<file path="config.mk">
export PLATFORM = sky130hd
export DESIGN_NAME = iir_filter
export DESIGN_NICKNAME = d
export VERILOG_FILES = /design/src/design/iir_pkg.sv /design/src/design/iir_filter.sv /design/src/design/iir_mac.sv /design/src/design/iir_output.sv /design/src/design/iir_sequencer.sv
export SDC_FILE = /design/constraint.sdc
export NUM_CORES = 2
export LEC_CHECK = 0
export BUFFER_PORTS_ARGS = -buffer_cell sky130_fd_sc_hd__buf_2
export CAP_MARGIN = 20
export CORE_MARGIN = 10
export CORE_UTILIZATION = 35
export CTS_BUF_LIST = sky130_fd_sc_hd__clkbuf_16
export DETAILED_ROUTE_END_ITERATION = 8
export PLACE_DENSITY = 0.56
export SLEW_MARGIN = 20
export SYNTH_ARGS = -nofsm -noshare
export SYNTH_HDL_FRONTEND = slang
export SYNTH_HIERARCHICAL = 1
export SYNTH_SLANG_ARGS = --single-unit
</file>
<file path="constraint.sdc">
create_clock -name clk -period 10.1 [get_ports clk]
set_clock_uncertainty 0.05 [all_clocks]
set_input_delay 2.02 -clock clk [delete_from_list [all_inputs] [get_ports clk]]
set_output_delay 2.02 -clock clk [all_outputs]
set_load 0.005 [all_outputs]
</file>
<file path="src/design/iir_pkg.sv">
package iir_pkg;

	// sample width at the pins
	localparam int SAMPLE_W = 8;

	// coefficients are signed Q4.12
	localparam int COEF_W = 16;

	// stored output history y1, y2
	localparam int STATE_W = 16;

	// wide enough for two 16x16 products plus three 8x16 products
	localparam int ACC_W = 34;

	// shift from accumulator scale back to state scale
	localparam int FRAC_BITS = 12;

	// samples per block
	localparam int BLOCK_LEN = 16;

	// wait stage length after the sum step
	localparam int SETTLE_CYCLES = 4;

	// counter widths derived from the values above
	localparam int CNT_W = $clog2(BLOCK_LEN + 1);
	localparam int SETTLE_CNT_W = $clog2(SETTLE_CYCLES + 1);

	// sequencer states
	typedef enum logic [3:0] {
		st_idle,
		st_load_a2,
		st_load_b0,
		st_load_b1,
		st_load_b2,
		st_wait_sample,
		st_latch_sample,
		st_mac_feedback,
		st_mac_forward,
		st_mac_sum,
		st_settle,
		st_emit
	} seq_state_t;

	// one-cycle datapath commands
	typedef enum logic [2:0] {
		step_none,
		step_clear,
		step_feedback,
		step_forward,
		step_sum
	} mac_step_t;

	// coefficient set for one block
	typedef struct packed {
		logic signed [COEF_W-1:0] a1;
		logic signed [COEF_W-1:0] a2;
		logic signed [COEF_W-1:0] b0;
		logic signed [COEF_W-1:0] b1;
		logic signed [COEF_W-1:0] b2;
	} coef_set_t;

	// sample and command from sequencer to datapath
	typedef struct packed {
		logic signed [SAMPLE_W-1:0] x;
		mac_step_t step;
	} mac_op_t;

endpackage

</file>
<file path="src/design/iir_filter.sv">
`timescale 1ns/1ps

module iir_filter (
	input  logic clk,
	input  logic reset,
	input  logic start,
	input  logic iir_start,
	input  logic signed [iir_pkg::SAMPLE_W-1:0] din,
	input  logic [iir_pkg::COEF_W-1:0] params,
	output logic signed [iir_pkg::SAMPLE_W-1:0] dout,
	output logic ready,
	output logic iir_done
);
	import iir_pkg::*;

	coef_set_t coefs;
	mac_op_t op;
	logic signed [STATE_W-1:0] y;
	logic result_valid;
	logic emit;
	logic block_begin;
	logic block_last;

	// decode
	iir_sequencer i_iir_sequencer (
		.clk         (clk),
		.reset       (reset),
		.iir_start   (iir_start),
		.start       (start),
		.params      (params),
		.din         (din),
		.block_last  (block_last),
		.coefs       (coefs),
		.op          (op),
		.ready       (ready),
		.emit        (emit),
		.block_begin (block_begin)
	);

	// execute
	iir_mac i_iir_mac (
		.clk          (clk),
		.reset        (reset),
		.coefs        (coefs),
		.op           (op),
		.y            (y),
		.result_valid (result_valid)
	);

	// result
	iir_output i_iir_output (
		.clk          (clk),
		.reset        (reset),
		.result_valid (result_valid),
		.emit         (emit),
		.block_begin  (block_begin),
		.y            (y),
		.dout         (dout),
		.block_last   (block_last),
		.iir_done     (iir_done)
	);

endmodule

</file>
<file path="src/design/iir_mac.sv">
`timescale 1ns/1ps

module iir_mac (
	input  logic clk,
	input  logic reset,
	input  iir_pkg::coef_set_t coefs,
	input  iir_pkg::mac_op_t op,
	output logic signed [iir_pkg::STATE_W-1:0] y,
	output logic result_valid
);
	import iir_pkg::*;

	// input history
	logic signed [SAMPLE_W-1:0] x1;
	logic signed [SAMPLE_W-1:0] x2;

	// output history
	logic signed [STATE_W-1:0] y1;
	logic signed [STATE_W-1:0] y2;

	logic signed [ACC_W-1:0] acc;
	logic signed [ACC_W-1:0] feedback_sum;
	logic signed [ACC_W-1:0] forward_sum;
	logic signed [ACC_W-1:0] acc_shift;
	logic [ACC_W-STATE_W:0] acc_top;
	logic signed [STATE_W-1:0] y_sat;

	// a1 and a2 carry their own sign, so both halves are added
	assign feedback_sum = coefs.a1 * y1 + coefs.a2 * y2;
	assign forward_sum = coefs.b0 * op.x + coefs.b1 * x1 + coefs.b2 * x2;

	always_ff @(posedge clk)
	begin
		case (op.step)
			step_feedback:
				acc <= feedback_sum;
			step_forward:
				acc <= acc + forward_sum;
			default:
			begin
			end
		endcase
	end

	// back to state scale, keeping the sign
	assign acc_shift = acc >>> FRAC_BITS;

	// sign bit of the state plus everything above it
	assign acc_top = acc_shift[ACC_W-1:STATE_W-1];

	always_comb
	begin
		if ((&acc_top) || !(|acc_top))
			y_sat = acc_shift[STATE_W-1:0];
		else if (acc_top[ACC_W-STATE_W])
			y_sat = {1'b1, {(STATE_W-1){1'b0}}};
		else
			y_sat = {1'b0, {(STATE_W-1){1'b1}}};
	end

	always_ff @(posedge clk)
	begin
		if (reset)
		begin
			x1 <= '0;
			x2 <= '0;
			y1 <= '0;
			y2 <= '0;
		end
		else
		begin
			case (op.step)
				step_clear:
				begin
					x1 <= '0;
					x2 <= '0;
					y1 <= '0;
					y2 <= '0;
				end
				step_sum:
				begin
					x2 <= x1;
					x1 <= op.x;
					y2 <= y1;
					y1 <= y_sat;
				end
				default:
				begin
				end
			endcase
		end
	end

	always_ff @(posedge clk)
	begin
		if (reset)
			result_valid <= 1'b0;
		else
			result_valid <= (op.step == step_sum);
	end

	// newest output is the head of the history
	assign y = y1;

endmodule

</file>
<file path="src/design/iir_output.sv">
`timescale 1ns/1ps

module iir_output (
	input  logic clk,
	input  logic reset,
	input  logic result_valid,
	input  logic emit,
	input  logic block_begin,
	input  logic signed [iir_pkg::STATE_W-1:0] y,
	output logic signed [iir_pkg::SAMPLE_W-1:0] dout,
	output logic block_last,
	output logic iir_done
);
	import iir_pkg::*;

	// samples emitted so far in this block
	logic [CNT_W-1:0] count;

	// block_last one cycle late, for edge detection
	logic last_q;

	// pins carry the upper byte of the state
	always_ff @(posedge clk)
	begin
		if (reset)
			dout <= '0;
		else if (result_valid)
			dout <= y[STATE_W-1 -: SAMPLE_W];
	end

	always_ff @(posedge clk)
	begin
		if (reset)
			count <= '0;
		else if (block_begin)
			count <= '0;
		else if (emit && count != CNT_W'(BLOCK_LEN))
			count <= count + 1'b1;
	end

	// includes the sample being emitted, so the sequencer sees it in emit
	assign block_last = (count == CNT_W'(BLOCK_LEN)) ||
		(emit && count == CNT_W'(BLOCK_LEN - 1));

	always_ff @(posedge clk)
	begin
		if (reset)
		begin
			last_q <= 1'b0;
			iir_done <= 1'b0;
		end
		else
		begin
			last_q <= block_last;
			iir_done <= block_last && !last_q;
		end
	end

endmodule

</file>
<file path="src/design/iir_sequencer.sv">
`timescale 1ns/1ps

module iir_sequencer (
	input  logic clk,
	input  logic reset,
	input  logic iir_start,
	input  logic start,
	input  logic [iir_pkg::COEF_W-1:0] params,
	input  logic signed [iir_pkg::SAMPLE_W-1:0] din,
	input  logic block_last,
	output iir_pkg::coef_set_t coefs,
	output iir_pkg::mac_op_t op,
	output logic ready,
	output logic emit,
	output logic block_begin
);
	import iir_pkg::*;

	seq_state_t state;
	seq_state_t state_next;

	// sample currently in flight
	logic signed [SAMPLE_W-1:0] x_q;

	// counts down through the settle stage
	logic [SETTLE_CNT_W-1:0] settle_cnt;

	always_ff @(posedge clk)
	begin
		if (reset)
			state <= st_idle;
		else
			state <= state_next;
	end

	always_comb
	begin
		state_next = state;
		case (state)
			st_idle:
			begin
				if (iir_start)
					state_next = st_load_a2;
			end
			st_load_a2:
				state_next = st_load_b0;
			st_load_b0:
				state_next = st_load_b1;
			st_load_b1:
				state_next = st_load_b2;
			st_load_b2:
				state_next = st_wait_sample;
			st_wait_sample:
			begin
				if (start)
					state_next = st_latch_sample;
			end
			st_latch_sample:
				state_next = st_mac_feedback;
			st_mac_feedback:
				state_next = st_mac_forward;
			st_mac_forward:
				state_next = st_mac_sum;
			st_mac_sum:
				state_next = st_settle;
			st_settle:
			begin
				if (settle_cnt == '0)
					state_next = st_emit;
			end
			st_emit:
			begin
				// block_last already counts the sample being emitted
				if (block_last)
					state_next = st_idle;
				else
					state_next = st_wait_sample;
			end
			default:
				state_next = st_idle;
		endcase
	end

	// a1 arrives with iir_start, then one coefficient per cycle
	always_ff @(posedge clk)
	begin
		case (state)
			st_idle:
			begin
				if (iir_start)
					coefs.a1 <= params;
			end
			st_load_a2:
				coefs.a2 <= params;
			st_load_b0:
				coefs.b0 <= params;
			st_load_b1:
				coefs.b1 <= params;
			st_load_b2:
				coefs.b2 <= params;
			default:
			begin
			end
		endcase
	end

	always_ff @(posedge clk)
	begin
		if (state == st_wait_sample && start)
			x_q <= din;
	end

	// loaded on the sum step, so settle lasts SETTLE_CYCLES + 1 cycles
	always_ff @(posedge clk)
	begin
		if (reset)
			settle_cnt <= '0;
		else if (state == st_mac_sum)
			settle_cnt <= SETTLE_CNT_W'(SETTLE_CYCLES);
		else if (state == st_settle && settle_cnt != '0)
			settle_cnt <= settle_cnt - 1'b1;
	end

	always_comb
	begin
		op.x = x_q;
		op.step = step_none;
		case (state)
			st_idle:
			begin
				// history is wiped at the start of every block
				if (iir_start)
					op.step = step_clear;
			end
			st_mac_feedback:
				op.step = step_feedback;
			st_mac_forward:
				op.step = step_forward;
			st_mac_sum:
				op.step = step_sum;
			default:
				op.step = step_none;
		endcase
	end

	assign ready = (state == st_wait_sample);
	assign emit = (state == st_emit);
	assign block_begin = (state == st_idle) && iir_start;

endmodule
</file>
==> impl_metrics.py <==
metrics = {
    "status": {
        "outcome": "completed",
    },
    "pwr": {
        "p_leak_nw": 21.1,
        "p_per_area_nw_per_um2": 118,
        "peakVddDrop_mv": 0.208,
    },
    "worst_setup_path": {
        "cp_data_required_time_ps": 10310,
        "worst_path_max_delay_cell": "edfxtp_1",
        "startpoint_type": "flip-flop",
        "worst_ep_arrival_time_ps": 9880,
        "path_max_fanout": 10,
        "cp_slowest_stage_delay_ps": 570,
        "setup.worst_path.end_class": "flip-flop",
        "worstSetupPathType": "reg2reg",
        "cp_common_cell": "fa_1",
    },
    "placed_design": {
        "routabilityCongestion": 0.844,
        "post_dp_cell_area_um2": 45600,
        "dp_cells": 6023,
        "portBuffers": 37,
        "dp.final_hpwl_mm": 90.6,
    },
    "synthesis": {
        "ys_ff_latch": 193,
        "syn_area_per_cell_um2": 9.79,
        "yosysTopAreaCellShare_pct": 46.9,
        "synth_seq_area_share_pct": 11.7,
        "yosysWarnings": 6,
        "synth_nets": 5817,
        "synth_top_area_cell": "fa_1",
        "yosys.cell_count.top_type": "inv_1",
        "synth_ff_type": "edfxtp_1",
        "synthTopCellsByCount": "1145 x inv_1, 1020 x fa_1, 521 x nand2_1, 383 x and2_1, 318 x ha_1",
        "syn_inst": 4451,
        "synth_edf_count": 122,
        "yosys.cell_types.count": 81,
        "async_flop_share_pct": 0,
        "synthTopCellsByArea": "fa_1 47%, inv_1 9.9%, ha_1 9.1%",
        "syn_area_um2": 43600,
    },
    "clocking": {
        "cts_buffers": 17,
        "cts_root_buf": "clkbuf_16",
        "post_cts_resized": 0,
        "cts_sinks": 193,
        "worstSkewPairLatency_ps": 520,
        "path_clk_slew_ps": 80,
        "cts_setup_buffers": 0,
        "clock_path_buffers": 2,
        "hold_buffers": 0,
        "h-tree-depth": 4,
        "cts_tree": "yes",
    },
    "floorplanning": {
        "dieArea_um2": 139000,
        "fp.dieW_um": 373,
        "io_pins": 38,
        "initial_core_util_pct": 35.2,
        "coreArea_um2": 124000,
        "fp.dieH_um": 373,
        "rows": 129,
    },
    "route": {
        "routedWlPerCell_um": 17.9,
        "antenna_left": 0,
        "drt-vias-per-instance": 4.77,
        "routed_wirelength_mm": 109,
        "dr.pass1.iters": 5,
        "drt_iter0_markers": 1594,
        "drc": 0,
        "vias": 28900,
    },
    "final_layout": {
        "stdcell_area_um2": 46200,
        "fin_util_pct": 37.4,
        "final_cells": 6066,
        "fillers": 12500,
        "drive_above_1_share_pct": 3.41,
        "syn_to_final_growth_pct": 6.07,
        "fin_nets": 5781,
    },
    "grt": {
        "grt_pass1_wl_mm": 179,
        "antenna_found_initial": 6,
        "grt_usage_pct": 16.1,
        "grt_pass1_vias": 31500,
        "grt_max_degree": 49,
        "grt_overflow": 0,
    },
    "sta": {
        "fin_crit_sh_pct": 95.8,
        "hold_viol": 0,
        "rsz0062_at_grt": "false",
        "fmax_mhz": 103,
        "slew_viol_final": 0,
        "max_slew.worst_pin.slew_ps": 1040,
        "setup_tns_ps": 0,
        "setup_viol_count_final": 0,
        "min_period_ps": 9670,
        "relSlewSlack_pct": 30.6,
    },
    "run": {
        "cap_viol_max_count": 0,
    },
    "hold_path": {
        "hold_path_class": "reg2reg",
    },
}
report_power, final:
group / switching [mW] / leakage [nW] / internal (mW)
combinational: 2.22 / 19.1 / 1.57
clock: 0.385 / 0.270 / 0.321
sequential: 0.0853 / 1.70 / 0.862
state kept, by name, summed over array words and instances, names as in the netlist:
name                        flops
i_iir_sequencer/x_q             8
i_iir_mac/acc                  34
i_iir_output/last_q             1
i_iir_mac/y                    16
i_iir_output/count              5
i_iir_mac/x1                    8
i_iir_sequencer/coefs          80
i_iir_mac/y2                   16
i_iir_mac/result_valid          1
i_iir_output/dout               8
i_iir_sequencer/settle_cnt      3
i_iir_mac/x2                    8
i_iir_sequencer/state           4
i_iir_output/iir_done           1
worst paths after layout:
path / from / to / slack [ps] / cells past startpoint
max reg2reg: i_iir_sequencer/x_q[2]$_DFFE_PP_ / i_iir_mac/acc[32]$_DFFE_PP_ / 430 / 34
min reg2reg: i_iir_output/last_q$_SDFF_PP0_ / i_iir_output/iir_done$_SDFF_PP0_ / 350 / 1
max: i_iir_sequencer/x_q[2]$_DFFE_PP_ / i_iir_mac/acc[32]$_DFFE_PP_ / 430 / 34
min: i_iir_output/last_q$_SDFF_PP0_ / i_iir_output/iir_done$_SDFF_PP0_ / 350 / 1
per-stage QoR:
stage	setup slack [ps]	hold WS [ps]	total power, mW
6_report	429	351	5.44
5_1_grt	1.25	373	5.97
4_1_cts	391	356	5.50
3_5_place_dp	444	345	4.75
3_3_place_gp	491	334	4.72
2_1_floorplan	1230	324	3.81
worst max-delay path: cells and delay by family, from the launching register on:
| family | cells | cell delay (ps) |
|---|---|---|
| flops | 1 | 570 |
| buf+inv | 5 | 450 |
| compound gates | 11 | 2310 |
| xor+xnor | 2 | 370 |
| simple gates | 6 | 1260 |
| fa+ha+maj | 10 | 4420 |
cell families (layout without fill, tap and decap cells):
family                   Yosys count  after routing  share of synthesized area [%]
adder cells (fa/ha/maj)         1338           1338                           56.0
buffers and inverters           1282           1259                           11.1
AND/OR/NAND/NOR                 1186           1186                           13.5
AO/OA/AOI/OAI                    319            319                           5.10
flip-flops                       193            193                           11.7
XOR/XNOR                         123            123                           2.47
multiplexers                      10             10                          0.233
other                              0              1                              0
per-layer routing:
layer	track usage, %	share of wire [%]
met1	21.8	44
met3	1.71	3.7
met5	0	0
met4	3.29	1.8
met2	27.6	50
cell usage in the layout (no fill, tap or decap), drive strengths merged, types with 8 or more instances in the layout:
cell type	synthesis	final
a211oi	10	10
a21o	32	32
a21oi	75	75
a22o	34	34
and2	384	384
and3	10	10
buf	6	82
clkbuf	131	17
dfxtp	71	71
edfxtp	122	122
fa	1020	1020
ha	318	318
inv	1145	1152
mux2i	9	9
nand2	522	522
nand2b	64	64
nand3	12	12
nand4	8	8
nor2	104	104
nor2b	13	13
nor3	31	31
o21a	17	17
o21ai	70	70
o21bai	12	12
o31ai	9	9
or3	12	12
xnor2	84	84
xor2	39	39
cell type report:
type | instances | area, um^2 | share of cell area [%]
multi-input combinational | 2976 | 33700 | 72.9
sequential | 193 | 5090 | 11.0
inverter | 1145 | 4300 | 9.30
tap | 1637 | 2050 | 4.43
timing repair buffer | 82 | 531 | 1.15
clock buffer | 17 | 425 | 0.921
clock inverter | 15 | 124 | 0.268
antenna | 1 | 2.50 | 0.00541
Power figures use the tool's default switching activity.
